<file path="config.mk">
export PLATFORM = sky130hd
export DESIGN_NAME = lcd_top
export DESIGN_NICKNAME = d
export VERILOG_FILES = /design/src/lcd_bus_pkg.sv /design/src/lcd_text_pkg.sv /design/src/lcd_text_buffer.sv /design/src/lcd_sequencer.sv /design/src/lcd_bus_driver.sv /design/src/lcd_top.sv
export SDC_FILE = /design/constraint.sdc
export NUM_CORES = 1
export LEC_CHECK = 0
export BUFFER_PORTS_ARGS = -buffer_cell sky130_fd_sc_hd__buf_2
export CAP_MARGIN = 20
export CORE_MARGIN = 3
export CORE_UTILIZATION = 40
export CTS_CLUSTER_SIZE = 16
export DETAILED_ROUTE_END_ITERATION = 8
export HOLD_SLACK_MARGIN = 0.06
export PLACE_DENSITY = 0.64
export SYNTH_ARGS = -nofsm -noshare
export SYNTH_HDL_FRONTEND = slang
export SYNTH_SLANG_ARGS = --single-unit
</file>
<file path="constraint.sdc">
create_clock -name clk -period 2.87 [get_ports clk]
set_clock_uncertainty 0.15 [all_clocks]
set_input_delay 0.574 -clock clk [delete_from_list [all_inputs] [get_ports clk]]
set_output_delay 0.574 -clock clk [all_outputs]
set_load 0.01 [all_outputs]
</file>
<file path="src/lcd_bus_pkg.sv">
/*
 * HD44780 bus definitions
 * Command codes, the settle class sent with each byte and the
 * two decodings of one bus byte
 */

package lcd_bus_pkg;

    // ==================================================
    // Command codes
    // ==================================================
    localparam logic [7:0] CMD_FUNC_SET_8BIT = 8'h30; // Wake-up function set
    localparam logic [7:0] CMD_FUNC_SET      = 8'h38; // 8-bit bus, 2 lines, 5x8
    localparam logic [7:0] CMD_DISPLAY_OFF   = 8'h08;
    localparam logic [7:0] CMD_CLEAR         = 8'h01;
    localparam logic [7:0] CMD_ENTRY_MODE    = 8'h06; // Increment, no shift
    localparam logic [7:0] CMD_DISPLAY_ON    = 8'h0C; // Cursor and blink off

    // DDRAM address where line 2 starts
    localparam logic [6:0] DDRAM_LINE2_BASE = 7'h40;

    localparam int INIT_LEN = 8; // Commands in the power-on list

    // ==================================================
    // Settle class per byte
    // ==================================================
    typedef enum logic [1:0] {
        DLY_CMD,   // Plain command or character
        DLY_WAKE,  // Long wait after first wake-up
        DLY_CLEAR  // Clear needs the longest settle
    } lcd_dly_e;

    // ==================================================
    // Bus byte, raw or as set-address command
    // ==================================================
    typedef union packed {
        logic [7:0] raw;       // Command code or character
        struct packed {
            logic       set_addr; // Always 1 for set-DDRAM-address
            logic       line;     // Address bit 6 selects line 2
            logic [5:0] col;
        } ddram;
    } lcd_byte_u;

endpackage

</file>
<file path="src/lcd_text_pkg.sv">
/*
 * String interface geometry
 * Line width, character width and position types of the text ports
 */

package lcd_text_pkg;

    localparam int CHARS_PER_LINE = 16;
    localparam int CHAR_W         = 8;                      // One ASCII code
    localparam int LINE_W         = CHARS_PER_LINE * CHAR_W; // 128 bits per line

    // Character position inside a line, 0 is leftmost
    typedef logic [3:0] char_idx_t;

    // Panel row being written
    typedef enum logic {
        LINE_1,
        LINE_2
    } line_sel_e;

endpackage

</file>
<file path="src/lcd_text_buffer.sv">
/*
 * Text buffer
 * Captures both display lines on load and returns the character
 * that the sequencer points at
 */

module lcd_text_buffer (
    input  logic                              clk,
    input  logic                              rst_n,
    input  logic                              load,
    input  logic [lcd_text_pkg::LINE_W-1:0]   line1_data,
    input  logic [lcd_text_pkg::LINE_W-1:0]   line2_data,
    input  lcd_text_pkg::line_sel_e           line_sel,
    input  lcd_text_pkg::char_idx_t           char_idx,
    output logic [lcd_text_pkg::CHAR_W-1:0]   cur_char
);

    import lcd_text_pkg::*;

    // Byte-indexed copies of the two lines
    logic [CHARS_PER_LINE-1:0][CHAR_W-1:0] line1_q;
    logic [CHARS_PER_LINE-1:0][CHAR_W-1:0] line2_q;

    char_idx_t pos; // Array slot of the selected character

    // ==================================================
    // Line capture
    // ==================================================
    always_ff @(posedge clk or negedge rst_n) begin
        if (!rst_n) begin
            line1_q <= '0;
            line2_q <= '0;
        end else if (load) begin
            line1_q <= line1_data; // Snapshot, inputs free afterwards
            line2_q <= line2_data;
        end
    end

    // ==================================================
    // Character select
    // ==================================================
    // Position 0 sits in the top byte of the port
    assign pos = char_idx_t'(CHARS_PER_LINE - 1) - char_idx;

    always_comb begin
        if (line_sel == LINE_2) begin
            cur_char = line2_q[pos];
        end else begin
            cur_char = line1_q[pos];
        end
    end

endmodule

</file>
<file path="src/lcd_sequencer.sv">
/*
 * LCD sequencer
 * Sends the power-on command list, then writes both lines on each
 * accepted update. Every byte goes out through the bus driver
 */

module lcd_sequencer (
    input  logic                             clk,
    input  logic                             rst_n,
    input  logic                             update_display,
    input  logic [lcd_text_pkg::CHAR_W-1:0]  cur_char,
    input  logic                             drv_ready,
    input  logic                             drv_busy,
    output logic                             load,
    output lcd_text_pkg::line_sel_e          line_sel,
    output lcd_text_pkg::char_idx_t          char_idx,
    output logic                             send,
    output lcd_bus_pkg::lcd_byte_u           cmd_byte,
    output logic                             is_data,
    output lcd_bus_pkg::lcd_dly_e            dly,
    output logic                             ready,
    output logic                             busy
);

    import lcd_bus_pkg::*;
    import lcd_text_pkg::*;

    localparam int IDX_W = $clog2(INIT_LEN);

    // Power-on list, entry 0 in the low byte
    localparam logic [INIT_LEN-1:0][7:0] INIT_CMDS = {
        CMD_DISPLAY_ON,
        CMD_ENTRY_MODE,
        CMD_CLEAR,
        CMD_DISPLAY_OFF,
        CMD_FUNC_SET,
        CMD_FUNC_SET_8BIT,
        CMD_FUNC_SET_8BIT,
        CMD_FUNC_SET_8BIT
    };

    typedef enum logic [2:0] {
        S_PWRUP,      // Driver still in power-up wait
        S_INIT,       // Issue next power-on command
        S_IDLE,
        S_SET_ADDR,   // Set-address for the current line
        S_WRITE_CHAR,
        S_WAIT_DRV    // Byte in flight
    } state_e;

    state_e          state;
    state_e          ret_state; // Where to go once the driver is free
    logic [IDX_W-1:0] init_idx;

    logic [6:0] ddram_addr;
    lcd_byte_u  addr_byte;
    lcd_byte_u  char_byte;
    lcd_byte_u  init_byte;

    // Settle class of a power-on entry
    function automatic lcd_dly_e init_dly(input logic [IDX_W-1:0] idx);
        if (idx == '0) begin
            return DLY_WAKE;              // First wake-up needs >4.1 ms
        end else if (INIT_CMDS[idx] == CMD_CLEAR) begin
            return DLY_CLEAR;
        end
        return DLY_CMD;
    endfunction

    // ==================================================
    // Byte composition
    // ==================================================
    always_comb begin
        ddram_addr = (line_sel == LINE_2) ? DDRAM_LINE2_BASE : 7'h00;
        addr_byte.ddram.set_addr = 1'b1;
        addr_byte.ddram.line     = ddram_addr[6];
        addr_byte.ddram.col      = ddram_addr[5:0]; // Always column 0
        char_byte.raw = cur_char;
        init_byte.raw = INIT_CMDS[init_idx];
    end

    assign ready = (state == S_IDLE) && !drv_busy;
    assign busy  = !ready;
    assign load  = ready && update_display; // Only the accept cycle counts

    // ==================================================
    // Main FSM
    // ==================================================
    always_ff @(posedge clk or negedge rst_n) begin
        if (!rst_n) begin
            state     <= S_PWRUP;
            ret_state <= S_IDLE;
            init_idx  <= '0;
            line_sel  <= LINE_1;
            char_idx  <= '0;
            send      <= 1'b0;
            cmd_byte  <= '0;
            is_data   <= 1'b0;
            dly       <= DLY_CMD;
        end else begin
            send <= 1'b0; // Single-cycle strobe
            case (state)
                S_PWRUP: begin
                    if (drv_ready) state <= S_INIT;
                end
                S_INIT: begin
                    if (drv_ready && !drv_busy) begin
                        cmd_byte  <= init_byte;
                        is_data   <= 1'b0;
                        dly       <= init_dly(init_idx);
                        send      <= 1'b1;
                        init_idx  <= init_idx + 1'b1;
                        ret_state <= (init_idx == IDX_W'(INIT_LEN - 1)) ? S_IDLE : S_INIT;
                        state     <= S_WAIT_DRV;
                    end
                end
                S_IDLE: begin
                    if (load) begin
                        line_sel <= LINE_1;
                        state    <= S_SET_ADDR;
                    end
                end
                S_SET_ADDR: begin
                    if (!drv_busy) begin
                        cmd_byte  <= addr_byte;   // 80 or C0
                        is_data   <= 1'b0;
                        dly       <= DLY_CMD;
                        send      <= 1'b1;
                        char_idx  <= '0;
                        ret_state <= S_WRITE_CHAR;
                        state     <= S_WAIT_DRV;
                    end
                end
                S_WRITE_CHAR: begin
                    if (!drv_busy) begin
                        cmd_byte <= char_byte;
                        is_data  <= 1'b1;         // RS high for DDRAM data
                        dly      <= DLY_CMD;
                        send     <= 1'b1;
                        state    <= S_WAIT_DRV;
                        if (char_idx != char_idx_t'(CHARS_PER_LINE - 1)) begin
                            char_idx  <= char_idx + 1'b1;
                            ret_state <= S_WRITE_CHAR;
                        end else if (line_sel == LINE_1) begin
                            line_sel  <= LINE_2;   // Move on to second row
                            ret_state <= S_SET_ADDR;
                        end else begin
                            ret_state <= S_IDLE;
                        end
                    end
                end
                S_WAIT_DRV: begin
                    // Busy shows one cycle after send, so skip that cycle
                    if (!send && !drv_busy) state <= ret_state;
                end
                default: state <= S_PWRUP;
            endcase
        end
    end

endmodule

</file>
<file path="src/lcd_bus_driver.sv">
/*
 * LCD bus driver
 * Power-up wait, then per byte: setup, enable pulse and settle time
 * on the HD44780 pins, all from one down-counter
 */

module lcd_bus_driver #(
    parameter int unsigned PWRUP_CYC     = 2_000_000,
    parameter int unsigned EN_SETUP      = 2,
    parameter int unsigned EN_HIGH       = 25,
    parameter int unsigned DLY_CMD_CYC   = 10_000,
    parameter int unsigned DLY_WAKE_CYC  = 250_000,
    parameter int unsigned DLY_CLEAR_CYC = 150_000
) (
    input  logic                    clk,
    input  logic                    rst_n,
    input  logic                    send,
    input  lcd_bus_pkg::lcd_byte_u  cmd_byte,
    input  logic                    is_data,
    input  lcd_bus_pkg::lcd_dly_e   dly,
    output logic                    drv_ready,
    output logic                    drv_busy,
    output logic                    LCD_ON,
    output logic                    LCD_BLON,
    output logic                    LCD_EN,
    output logic                    LCD_RS,
    output logic                    LCD_RW,
    output logic [7:0]              LCD_DATA
);

    import lcd_bus_pkg::*;

    typedef enum logic [2:0] {
        P_PWRUP,   // Panel supply settling
        P_IDLE,
        P_SETUP,   // RS/DATA valid, EN low
        P_EN_HIGH,
        P_SETTLE   // Panel executing the command
    } phase_e;

    phase_e      phase;
    logic [31:0] cnt;   // Shared by every phase
    lcd_dly_e    dly_q; // Class of the byte in flight
    logic        en_q;
    logic        rs_q;
    logic [7:0]  data_q;

    // Settle length of a class
    function automatic logic [31:0] settle_cyc(input lcd_dly_e d);
        case (d)
            DLY_WAKE:  return 32'(DLY_WAKE_CYC);
            DLY_CLEAR: return 32'(DLY_CLEAR_CYC);
            default:   return 32'(DLY_CMD_CYC);
        endcase
    endfunction

    // ==================================================
    // Phase sequencing
    // ==================================================
    always_ff @(posedge clk or negedge rst_n) begin
        if (!rst_n) begin
            phase  <= P_PWRUP;
            cnt    <= 32'(PWRUP_CYC - 1);
            dly_q  <= DLY_CMD;
            en_q   <= 1'b0;
            rs_q   <= 1'b0;
            data_q <= 8'h00;
        end else begin
            case (phase)
                P_PWRUP: begin
                    if (cnt == '0) phase <= P_IDLE;
                    else           cnt   <= cnt - 32'd1;
                end
                P_IDLE: begin
                    if (send) begin
                        rs_q   <= is_data;
                        data_q <= cmd_byte.raw;  // Held until next send
                        dly_q  <= dly;
                        cnt    <= 32'(EN_SETUP - 1);
                        phase  <= P_SETUP;
                    end
                end
                P_SETUP: begin
                    if (cnt == '0) begin
                        en_q  <= 1'b1;
                        cnt   <= 32'(EN_HIGH - 1);
                        phase <= P_EN_HIGH;
                    end else begin
                        cnt <= cnt - 32'd1;
                    end
                end
                P_EN_HIGH: begin
                    if (cnt == '0) begin
                        en_q  <= 1'b0;           // Panel latches on this edge
                        cnt   <= settle_cyc(dly_q) - 32'd1;
                        phase <= P_SETTLE;
                    end else begin
                        cnt <= cnt - 32'd1;
                    end
                end
                P_SETTLE: begin
                    if (cnt == '0) phase <= P_IDLE;
                    else           cnt   <= cnt - 32'd1;
                end
                default: phase <= P_IDLE;
            endcase
        end
    end

    assign drv_ready = (phase != P_PWRUP);
    assign drv_busy  = (phase != P_IDLE);

    // Panel pins, write-only bus
    assign LCD_ON   = 1'b1;
    assign LCD_BLON = 1'b1;
    assign LCD_RW   = 1'b0;
    assign LCD_EN   = en_q;
    assign LCD_RS   = rs_q;
    assign LCD_DATA = data_q;

endmodule

</file>
<file path="src/lcd_top.sv">
/*
 * Character LCD controller top
 * Text buffer, sequencer and bus driver for a 2x16 HD44780 panel
 */

module lcd_top #(
    parameter int unsigned PWRUP_CYC     = 2_000_000, // 40 ms at 50 MHz
    parameter int unsigned EN_SETUP      = 2,
    parameter int unsigned EN_HIGH       = 25,        // 500 ns
    parameter int unsigned DLY_CMD_CYC   = 10_000,    // 200 us
    parameter int unsigned DLY_WAKE_CYC  = 250_000,   // 5 ms
    parameter int unsigned DLY_CLEAR_CYC = 150_000    // 3 ms
) (
    input  logic                            clk,
    input  logic                            rst_n,
    input  logic [lcd_text_pkg::LINE_W-1:0] line1_data,
    input  logic [lcd_text_pkg::LINE_W-1:0] line2_data,
    input  logic                            update_display,
    output logic                            LCD_ON,
    output logic                            LCD_BLON,
    output logic                            LCD_EN,
    output logic                            LCD_RS,
    output logic                            LCD_RW,
    output logic [7:0]                      LCD_DATA,
    output logic                            ready,
    output logic                            busy
);

    import lcd_bus_pkg::*;
    import lcd_text_pkg::*;

    // Sequencer and buffer
    logic              load;
    line_sel_e         line_sel;
    char_idx_t         char_idx;
    logic [CHAR_W-1:0] cur_char;

    // Sequencer and driver
    logic      send;
    lcd_byte_u cmd_byte;
    logic      is_data;
    lcd_dly_e  dly;
    logic      drv_ready;
    logic      drv_busy;

    lcd_text_buffer u_buf (
        .clk        (clk),
        .rst_n      (rst_n),
        .load       (load),
        .line1_data (line1_data),
        .line2_data (line2_data),
        .line_sel   (line_sel),
        .char_idx   (char_idx),
        .cur_char   (cur_char)
    );

    lcd_sequencer u_seq (
        .clk            (clk),
        .rst_n          (rst_n),
        .update_display (update_display),
        .cur_char       (cur_char),
        .drv_ready      (drv_ready),
        .drv_busy       (drv_busy),
        .load           (load),
        .line_sel       (line_sel),
        .char_idx       (char_idx),
        .send           (send),
        .cmd_byte       (cmd_byte),
        .is_data        (is_data),
        .dly            (dly),
        .ready          (ready),
        .busy           (busy)
    );

    lcd_bus_driver #(
        .PWRUP_CYC     (PWRUP_CYC),
        .EN_SETUP      (EN_SETUP),
        .EN_HIGH       (EN_HIGH),
        .DLY_CMD_CYC   (DLY_CMD_CYC),
        .DLY_WAKE_CYC  (DLY_WAKE_CYC),
        .DLY_CLEAR_CYC (DLY_CLEAR_CYC)
    ) u_drv (
        .clk       (clk),
        .rst_n     (rst_n),
        .send      (send),
        .cmd_byte  (cmd_byte),
        .is_data   (is_data),
        .dly       (dly),
        .drv_ready (drv_ready),
        .drv_busy  (drv_busy),
        .LCD_ON    (LCD_ON),
        .LCD_BLON  (LCD_BLON),
        .LCD_EN    (LCD_EN),
        .LCD_RS    (LCD_RS),
        .LCD_RW    (LCD_RW),
        .LCD_DATA  (LCD_DATA)
    );

endmodule

</file>
==> impl_metrics.toml, run 1 <==
[global_route]
grt_max_degree = 72
grt_first_pass_wirelength_mm = 63.9
grt_antenna_before_repair = 23
globalRouteTotalUtil_pct = 20.0
global_route.overflow_total = 0
vias_in_the_first_global_route = 11200

[sta]
timing.fmax_mhz = 354
rsz0062_at_grt = "no"
hold_viol_final = 0
setup_violations = 0
worst-slew-pin-transition_ns = 1.09
finalWorstPathRequiredPeriod_ns = 2.83
slew-limit-headroom_pct = 25.6
min_period_over_period_pct = 98.6
count_of_final_max_slew_check_failures = 0
final.setup.worst_slack_ns = 0.0414

[die]
overall_die_area_sq_mm = 0.0409
die_height_um = 202
std_cell_rows = 71
floorplan.io_pins = 274
initial_utilization_pct = 40.8
core_area_sq_mm = 0.0378
chipWidth_um = 202

[logic_synthesis]
synth_area_leaders = "sky130_fd_sc_hd__dfrtp_1 51%, sky130_fd_sc_hd__mux2_2 20%, sky130_fd_sc_hd__mux4_2 9.5%"
netlist_area_sq_mm = 0.0154
synth_flop_cell = "sky130_fd_sc_hd__dfrtp_1"
yosysTopAreaCellShare_pct = 51.2
post_synth_inst_count = 1128
post_synthesis_sequential_element_count = 329
ys_seq_area_share_pct = 53.6
synth.lib_cells_used.distinct = 64
number_of_enable_type_register_cells_in_the_synthesized_netlist = 0
synthesis_warnings = 0
synth.most_common_cell = "sky130_fd_sc_hd__dfrtp_1"
post-synth-top-area-cell = "sky130_fd_sc_hd__dfrtp_1"
synth_async_sr_flop_share_pct = 100
synth_area_per_cell_sq_um = 13.6
ys_top_cells_by_count = "315 x sky130_fd_sc_hd__dfrtp_1, 268 x sky130_fd_sc_hd__mux2_2, 65 x sky130_fd_sc_hd__mux4_2, 52 x sky130_fd_sc_hd__clkbuf_1, 49 x sky130_fd_sc_hd__o21ai_0"

[setup_path]
reg2reg_depth = 6
worstReg2RegStart = "u_drv.cnt[7]"
regToRegSetupSlack_ns = 0.04
worstSetupStartpointType = "flip-flop"
timing.setup.critical_path_class = "flip-flop to flip-flop"
crit_path_end_kind = "flip-flop"
timing.critical_path.required_ns = 3.17
arrival_ns = 3.13
crit-reg2reg-capture = "u_drv.cnt[31]"
critical_path_peak_fanout = 4

[cells_and_area]
final_design_area_no_fill_sq_mm = 0.0190
p_r_area_growth_vs_syn_pct = 23.5
finish.net_count = 1692
post_route_utilization_pct = 50.4
post_route_cells_drive_above_1_share_pct = 51.7
number_of_filler_instances_in_the_final_layout = 3306

[cts]
cts_root_buf = "sky130_fd_sc_hd__clkbuf_16"
tritoncts_sink_count = 329
clk_transition_reported_paths_ns = 0.06
cts-root-to-sink-buffers = 3
cts-buffers-inserted = 38
tritoncts = "built"
cts_htree_levels = 2
worst_skew_pair.late_latency_ns = 0.54

[power_and_ir_drop]
power.internal_mw = 7.66
power_leakage_nw = 9.34
p_clk_share_pct = 49.1
power_frac_seq_pct = 47.7
combPwrFrac_pct = 3.2
ir_drop_v = 0.000524
power_switching_mw = 2.08
sw_frac_of_total_pct = 21.4
power_mw = 9.74
cellPowerDensity_mw_per_mm2 = 512

[outcome]
status = "complete, no violations"

[routing]
viasPerCell = 5.40
drt_pre_antenna_iters = 6
postRouteAntennaNets = 0
finalWirelength_mm = 41.0
routed_wire_length_per_instance_um = 20.8
detailedRoute.firstIterationViolations = 686
final_routed_drc_violation_total = 0
routed-via-count = 10700

[placed_design]
dp_wirelength_mm = 30.7
gp_congestion = 0.848
placed_cell_area_sq_mm = 0.0177
io_buffers = 270
post-place-ws_ns = 0.0273

[hold_path]
timing.hold.worst.start = "line1_data[58]"
worstHoldEndpoint = "u_buf.line1_q[58]"
min_path_type = "input pin to flip-flop"
hold_depth = 2

[flow_run]
drv_cap = 0
sequential cells by signal (all words and copies together) (netlist names), 2 cells and up:
signal	flops
u_drv.phase	3
u_seq.char_idx	4
u_drv.dly_q	2
u_drv.cnt	32
u_seq.cmd_byte	8
u_seq.init_idx	3
u_seq.dly	2
u_buf.line2_q	128
u_seq.state	3
u_drv.LCD_DATA	8
u_seq.ret_state	3
u_buf.line1_q	128
cell type report:
class	instances	area [sq um]	area share, %
Multi-Input combinational cell	709	6810	35.8
Clock inverter	8	115	0.605
Sequential cell	329	8260	43.4
Timing Repair Buffer	328	1970	10.4
Inverter	17	63.8	0.336
Tap cell	511	639	3.36
Antenna cell	13	32.5	0.171
Clock buffer	58	1120	5.88
cells by family after synthesis:
kind of cell	after synthesis	synth area share [%]
other	2	0.0488
buffers and inverters	91	2.33
adder cells (fa/ha/maj)	10	0.813
flip-flops	329	53.6
AO/OA/AOI/OAI	167	6.84
multiplexers	343	29.8
AND/OR/NAND/NOR	181	6.32
XOR/XNOR	5	0.285
through the flow:
stage	hold slack, ns	TNS, ns	std cells
3_3_place_gp	0.314	0	1892
5_1_grt	0.100	0	1968
3_5_place_dp	0.330	0	1892
6_report	0.111	0	1973
4_1_cts	0.0932	0	1959
2_1_floorplan	0.128	-0.0712	1129
worst max-delay path by stage:
stage,startpoint,to,cells past startpoint
finish,u_drv.cnt[7],u_drv.cnt[31],6
global route,u_drv.cnt[1],u_drv.cnt[31],6
CTS,u_drv.cnt[7],u_drv.cnt[31],6
detailed placement,u_drv.cnt[7],u_drv.cnt[31],6
global placement,u_drv.cnt[1],u_drv.cnt[31],6
floorplan,u_drv.cnt[1],u_drv.cnt[31],7
power groups by stage:
stage / Combinational [mW] / Sequential (mW) / Clock, mW
finish: 0.312 / 4.64 / 4.78
global route: 0.350 / 4.64 / 5.12
CTS: 0.324 / 4.64 / 4.91
detailed placement: 0.321 / 4.72 / 0
global placement: 0.318 / 4.72 / 0
floorplan: 0.00867 / 4.72 / 0
critical path, stage by stage, from the launching register on:
cell,delay [ns]
sky130_fd_sc_hd__dfrtp_1,0.40
sky130_fd_sc_hd__or4_4,0.55
sky130_fd_sc_hd__or3_4,0.35
sky130_fd_sc_hd__or4_4,0.42
sky130_fd_sc_hd__or3_4,0.35
sky130_fd_sc_hd__or4_1,0.40
sky130_fd_sc_hd__a21oi_1,0.14
placed cells by master (no fill, tap or decap), types with 10 or more instances in the layout:
master and instances:
sky130_fd_sc_hd__nor3_1 21, sky130_fd_sc_hd__a21oi_1 34, sky130_fd_sc_hd__dfrtp_1 313, sky130_fd_sc_hd__a31oi_1 13, sky130_fd_sc_hd__diode_2 13, sky130_fd_sc_hd__mux2_2 268, sky130_fd_sc_hd__buf_12 14, sky130_fd_sc_hd__or4_1 11
sky130_fd_sc_hd__o21ai_0 49, sky130_fd_sc_hd__a22oi_1 13, sky130_fd_sc_hd__clkbuf_16 39, sky130_fd_sc_hd__mux4_2 65, sky130_fd_sc_hd__nand2_1 42, sky130_fd_sc_hd__mux2i_1 10, sky130_fd_sc_hd__clkbuf_1 12, sky130_fd_sc_hd__ha_1 10
sky130_fd_sc_hd__buf_2 269, sky130_fd_sc_hd__buf_4 43, sky130_fd_sc_hd__dfstp_2 14, sky130_fd_sc_hd__inv_1 17, sky130_fd_sc_hd__nor2_1 32
repair_timing:
item / in CTS / in global routing
resized for setup: 0 / 2
hold buffers: 1 / 0
endpoints found under the setup margin: 0 / 3
setup buffers: 0 / 1
endpoints found under the hold margin: 38 / 0
metal layers:
layer / vias to the layer above / share of wire (%) / global-route usage, %
met5: - / 0.30 / 0
met4: 20 / 2.7 / 6.11
met3: 87 / 7.1 / 5.77
met2: 317 / 49 / 32.7
met1: 5376 / 41 / 26.0
li1: 4855 / - / -
Note: power is estimated with default switching activity, not from simulation.
==> inputs of run 2 (changes only) <==
ABC_AREA = 1   (was not set)
PLACE_DENSITY = 0.63   (was 0.64)
==> impl_metrics.toml, run 2 <==
[routing]
drt_pre_antenna_iters = 5
routed_wire_length_per_instance_um = 17.0
finalWirelength_mm = 50.8
met2WireLength_mm = 22.5
postRouteAntennaNets = 0
detailedRoute.firstIterationViolations = 1229
viasPerCell = 5.05
routedLengthMet1_mm = 23.4
final_routed_drc_violation_total = 0
routed-via-count = 15100
met3_wirelength_mm = 3.20
dr.max_layer_used = "met4"

[logic_synthesis]
yosysTopAreaCellShare_pct = 48.4
synth_area_per_cell_sq_um = 7.53
ys_seq_area_share_pct = 50.7
synth_async_sr_flop_share_pct = 100
synthesis_warnings = 0
synth_area_leaders = "sky130_fd_sc_hd__dfrtp_1 48%, sky130_fd_sc_hd__nand2_1 20%, sky130_fd_sc_hd__nand3_1 4.7%"
post_synth_inst_count = 2162
ys_top_cells_by_count = "864 x sky130_fd_sc_hd__nand2_1, 315 x sky130_fd_sc_hd__dfrtp_1, 173 x sky130_fd_sc_hd__inv_1, 169 x sky130_fd_sc_hd__nor2_1, 152 x sky130_fd_sc_hd__nand3_1"
synth.most_common_cell = "sky130_fd_sc_hd__nand2_1"
netlist_area_sq_mm = 0.0163
number_of_enable_type_register_cells_in_the_synthesized_netlist = 0
synth.lib_cells_used.distinct = 40
synth_flop_cell = "sky130_fd_sc_hd__dfrtp_1"
post-synth-top-area-cell = "sky130_fd_sc_hd__dfrtp_1"
post_synthesis_sequential_element_count = 329

[die]
chipWidth_um = 208
overall_die_area_sq_mm = 0.0432
std_cell_rows = 73
initial_utilization_pct = 40.7
die_height_um = 208
floorplan.io_pins = 274
core_area_sq_mm = 0.0400

[outcome]
status = "complete, no violations"

[power_and_ir_drop]
power.internal_mw = 7.61
power_switching_mw = 2.15
cellPowerDensity_mw_per_mm2 = 490
power_mw = 9.76
power_leakage_nw = 10.2
power_frac_seq_pct = 47.6
sw_frac_of_total_pct = 22.0
p_clk_share_pct = 48.6
ir_drop_v = 0.000305
combPwrFrac_pct = 3.9

[placed_design]
gp_congestion = 0.868
io_buffers = 270
dp_wirelength_mm = 35.7
placed_cell_area_sq_mm = 0.0183

[global_route]
global_route.overflow_total = 0
grt_first_pass_wirelength_mm = 81.2
vias_in_the_first_global_route = 15000
grt_antenna_before_repair = 1
globalRouteTotalUtil_pct = 23.3
grt_max_degree = 150

[sta]
final.setup.tns_ns = 0
timing.fmax_mhz = 366
slew-limit-headroom_pct = 45.1
min_period_over_period_pct = 95.1
rsz0062_at_grt = "no"
hold_viol_final = 0
setup_violations = 0
finalWorstPathRequiredPeriod_ns = 2.73
worst-slew-pin-transition_ns = 0.824
count_of_final_max_slew_check_failures = 0
final.hold.worst_slack_ns = 0.0808

[cts]
tritoncts = "built"
cts_resized = 0
cts_htree_levels = 2
cts_root_buf = "sky130_fd_sc_hd__clkbuf_16"
clk_transition_reported_paths_ns = 0.06
cts-root-to-sink-buffers = 3
cts-buffers-inserted = 37
tritoncts_sink_count = 329
worst_skew_pair.late_latency_ns = 0.54

[setup_path]
cp_slowest_cell = "sky130_fd_sc_hd__dfrtp_1"
critical_path.cell_chain = "inv_2 > nor3_4 > inv_2 > nor2_2 > inv_1 > buf_2"
critical_path_peak_fanout = 7
timing.setup.critical_path_class = "flip-flop to output pin"
crit_path_end_kind = "output pin"
arrival_ns = 2.00
timing.critical_path.required_ns = 2.15
cp_slowest_stage_delay_ns = 0.45
worstSetupStartpointType = "flip-flop"
crit_path_frequent_cell = "sky130_fd_sc_hd__inv_2"

[cells_and_area]
p_r_area_growth_vs_syn_pct = 22.3
final_design_area_no_fill_sq_mm = 0.0199
post_route_cells_drive_above_1_share_pct = 17.1
final_cell_mix = "864 x sky130_fd_sc_hd__nand2_1, 312 x sky130_fd_sc_hd__dfrtp_1, 269 x sky130_fd_sc_hd__buf_2"
finish.net_count = 2704
biggestRegsByFlops = "u_buf.line1_q: 128 flops, u_buf.line2_q: 128 flops, u_drv.cnt: 32 flops"
post_route_utilization_pct = 49.8
final_common_cell = "sky130_fd_sc_hd__nand2_1"

[hold_path]
min_path_type = "input pin to flip-flop"

[flow_run]
drv_cap = 0
## run 2: cell count changes after synthesis, sizes merged, moves of 16 or more
cell	change
a21oi	-16
o211ai	+52
nand2	+825
buf	+41
o21ai	+135
nor2	+142
mux4	-65
nor3	-19
inv	+162
nand3	+145
mux2	-259
## run 2: through the flow
| step | worst slack [ns] | std cells |
|---|---|---|
| finish | 0.141 | 2990 |
| global placement | 0.561 | 2879 |
| detailed placement | 0.524 | 2879 |
| floorplan | 0.823 | 2163 |
| global route | 0.0200 | 2989 |
| CTS | 0.112 | 2988 |
## run 2: layer usage
layer,GRT usage [%],vias to the layer above
li1,-,7363
met1,33.4,7115
met2,36.0,527
met3,3.48,88
met4,8.46,0
met5,0,-
## run 2: timing repair
item                                    in CTS  in global routing
endpoints found under the hold margin      104                  0
endpoints found under the setup margin       0                  0
hold buffers                                42                  0
setup buffers                                0                  0
## run 2: cell families (layout without fill, tap and decap cells)
group / count (synthesis) / count (layout) / synth area share [%]
xor gates and xnor gates: 18 / 18 / 0.968
AOI/OAI and AO/OA: 281 / 281 / 9.71
muxes: 9 / 9 / 0.622
DFF: 329 / 329 / 50.7
adders and majority gates: 10 / 10 / 0.768
and+or+nand+nor: 1211 / 1211 / 29.7
buffers and inverters: 302 / 602 / 7.54
other: 2 / 5 / 0.0461
## run 2: path summary, 6_finish.rpt
check | startpoint | end | cells after the start | slack (ns)
setup / recovery | u_drv.phase[0] | busy | 6 | 0.14
hold / removal | line2_data[52] | u_buf.line2_q[52] | 3 | 0.08
setup reg to reg | u_drv.phase[0] | u_buf.line2_q[49] | 9 | 0.48
hold reg to reg | u_buf.line2_q[30] | u_buf.line2_q[30] | 2 | 0.32
max in group asynchronous | rst_n | u_buf.line1_q[3] | 3 | 1.27
min in group asynchronous | rst_n | u_buf.line1_q[98] | 2 | 0.44
## run 2: area by class of cell
class / instances / area, sq um
Antenna cell: 2 / 5.00
Clock buffer: 56 / 1120
Clock inverter: 11 / 92.6
Fill cell: 3936 / 20100
Inverter: 181 / 689
Multi-Input combinational cell: 1532 / 6820
Sequential cell: 329 / 8260
Tap cell: 525 / 657
Timing Repair Buffer: 354 / 2270
## run 2: worst max-delay path, delay by kind of cell (launching register included)
kind / cells / cell delay, ns
and+or+nand+nor: 2 / 0.53
buffers and inverters: 4 / 0.49
DFF: 1 / 0.45
## run 2: power groups by stage
stage                     Sequential, mW  Clock, mW  Combinational (mW)
after global placement              4.72          0               0.336
after global routing                4.64       5.04               0.415
after floorplan                     4.72          0             0.00474
after CTS                           4.64       4.85               0.382
after detailed placement            4.72          0               0.336
final                               4.64       4.74               0.377
==> inputs of run 3 (changes only) <==
PLACE_DENSITY = 0.61   (was 0.63)
clock period = 3.2 ns   (was 2.87 ns; I/O delays follow)
==> impl_metrics.toml, run 3 (same netlist as run 2, synthesis figures left out) <==
[cells_and_area]
number_of_filler_instances_in_the_final_layout = 4009
antenna-diode-count = 0
post_route_utilization_pct = 48.5
biggestRegsByFlops = "u_buf.line1_q: 128 flops, u_buf.line2_q: 128 flops, u_drv.cnt: 32 flops"
post_route_cells_drive_above_1_share_pct = 17.0
final_cell_mix = "864 x sky130_fd_sc_hd__nand2_1, 312 x sky130_fd_sc_hd__dfrtp_1, 269 x sky130_fd_sc_hd__buf_2"
finish.net_count = 2651
p_r_area_growth_vs_syn_pct = 19.2
final_common_cell = "sky130_fd_sc_hd__nand2_1"

[die]
overall_die_area_sq_mm = 0.0432
initial_utilization_pct = 40.7
floorplan.io_pins = 274
core_area_sq_mm = 0.0400
die_height_um = 208
std_cell_rows = 73
chipWidth_um = 208

[setup_path]
regToRegSetupSlack_ns = 0.65
timing.setup.critical_path_class = "flip-flop to output pin"
cp_slowest_cell = "sky130_fd_sc_hd__dfrtp_1"
delay_heaviest_family_cp = "simple AND/OR/NAND/NOR gates"
timing.critical_path.from = "u_drv.phase[0]"
worstReg2RegStart = "u_seq.char_idx[0]"
critical_path_peak_fanout = 7
cp.buffers_inverters = 4
timing.critical_path.required_ns = 2.41
worstSetupStartpointType = "flip-flop"
critical_path.cell_chain = "inv_2 > nor3_4 > inv_2 > nor2_2 > inv_1 > buf_2"
crit_path_end_kind = "output pin"
reg2reg_depth = 9
cp_slowest_stage_delay_ns = 0.45
crit_path_frequent_cell = "sky130_fd_sc_hd__inv_2"
arrival_ns = 1.94
crit-reg2reg-capture = "u_seq.cmd_byte[3]"

[sta]
final.setup.worst_slack_ns = 0.467
worst-slew-pin-transition_ns = 1.04
hold_viol_final = 0
setup_violations = 0
final.setup.tns_ns = 0
finalWorstPathRequiredPeriod_ns = 2.73
count_of_final_max_slew_check_failures = 0
slew-limit-headroom_pct = 30.3
min_period_over_period_pct = 85.4
timing.fmax_mhz = 366
rsz0062_at_grt = "no"

[cts]
cts-buffers-inserted = 37
cts_root_buf = "sky130_fd_sc_hd__clkbuf_16"
cts_resized = 0
worst_skew_pair.late_latency_ns = 0.52
cts.repair_timing.setup_buffer_count = 0
cts_htree_levels = 2
tritoncts = "built"
tritoncts_sink_count = 329
cts-root-to-sink-buffers = 3
clk_transition_reported_paths_ns = 0.06

[routing]
detailedRoute.firstIterationViolations = 1177
postRouteAntennaNets = 0
drt_pre_antenna_iters = 6
routed-via-count = 14700
routed_wire_length_per_instance_um = 17.2
finalWirelength_mm = 50.4
final_routed_drc_violation_total = 0
viasPerCell = 5.01
routedLengthMet1_mm = 23.9
dr.max_layer_used = "met4"
met2WireLength_mm = 21.9
met3_wirelength_mm = 2.98

[global_route]
grt_antenna_before_repair = 0
vias_in_the_first_global_route = 14600
global_route.overflow_total = 0
globalRouteTotalUtil_pct = 22.9
grt_first_pass_wirelength_mm = 79.9
grt_max_degree = 92

[power_and_ir_drop]
power_switching_mw = 1.87
p_clk_share_pct = 49.8
power.internal_mw = 6.98
sw_frac_of_total_pct = 21.1
power_leakage_nw = 10.0
power_frac_seq_pct = 47.0
combPwrFrac_pct = 3.2
cellPowerDensity_mw_per_mm2 = 456
ir_drop_v = 0.000323

[hold_path]
hold_depth = 3
min_path_type = "input pin to flip-flop"
worstHoldEndpoint = "u_buf.line2_q[107]"
timing.hold.worst.start = "line2_data[107]"

[placed_design]
post-place-ws_ns = 0.659
dp_wirelength_mm = 35.3
gp_congestion = 0.864
io_buffers = 270

[outcome]
status = "complete, no violations"

[flow_run]
drv_cap = 0
-- run 3: cell types whose count changed in the layout (fill, tap and decap cells not counted), moves of 2 or more --
cell                            before  now
sky130_fd_sc_hd__dlygate4sd3_1      42    1
sky130_fd_sc_hd__clkinvlp_4          2    0
sky130_fd_sc_hd__bufinv_16           1    4
sky130_fd_sc_hd__buf_4              28   21
sky130_fd_sc_hd__diode_2             2    0
sky130_fd_sc_hd__buf_12             14    9
-- run 3: how the worst max path moves through the flow --
| stage | to | depth (start not counted) |
|---|---|---|
| finish | busy | 6 |
| global route | busy | 6 |
| CTS | busy | 6 |
| detailed placement | u_seq.cmd_byte[3] | 9 |
| global placement | u_seq.cmd_byte[4] | 10 |
| floorplan | u_drv.cnt[26] | 13 |
-- run 3: per-layer routing --
metal	vias up	global-route usage, %
li1	7242	-
met1	6912	33.5
met2	451	34.7
met3	85	3.87
met4	0	7.79
met5	-	0
-- run 3: metrics by stage --
| step | cells | power, mW | hold WS (ns) | instance area (sq um) |
|---|---|---|---|---|
| floorplan | 2163 | 4.24 | 0.194 | 16300 |
| global placement | 2867 | 4.52 | 0.306 | 18100 |
| detailed placement | 2867 | 4.52 | 0.310 | 18100 |
| CTS | 2935 | 8.94 | 0.138 | 19400 |
| global route | 2935 | 9.14 | 0.155 | 19400 |
| finish | 2935 | 8.85 | 0.157 | 19400 |
-- run 3: cell type report --
cell class / count / area, sq um / share of cell area, %
timing repair buffer: 301 / 1710 / 8.81
tap: 525 / 657 / 3.39
multi-input combinational: 1532 / 6820 / 35.2
clock inverter: 13 / 176 / 0.909
inverter: 181 / 691 / 3.56
clock buffer: 54 / 1090 / 5.62
sequential: 329 / 8260 / 42.6
-- run 3: power groups by stage --
| stage | clock [mW] | sequential (mW) | combinational [mW] |
|---|---|---|---|
| 4_1_cts | 4.49 | 4.16 | 0.290 |
| 5_1_grt | 4.67 | 4.16 | 0.316 |
| 6_report | 4.40 | 4.16 | 0.283 |
| 2_1_floorplan | 0 | 4.24 | 0.00425 |
| 3_3_place_gp | 0 | 4.24 | 0.285 |
| 3_5_place_dp | 0 | 4.24 | 0.288 |
-- run 3: timing repair --
item | 4_1_cts | 5_1_grt
hold buffers | 1 | 0
setup endpoints to repair | 0 | 0
endpoints found under the hold margin | 52 | 0
-- run 3: worst min-delay path: stages --
cell and delay (ns):
sky130_fd_sc_hd__buf_2 0.07, sky130_fd_sc_hd__nand2_1 0.04, sky130_fd_sc_hd__nand2_1 0.04
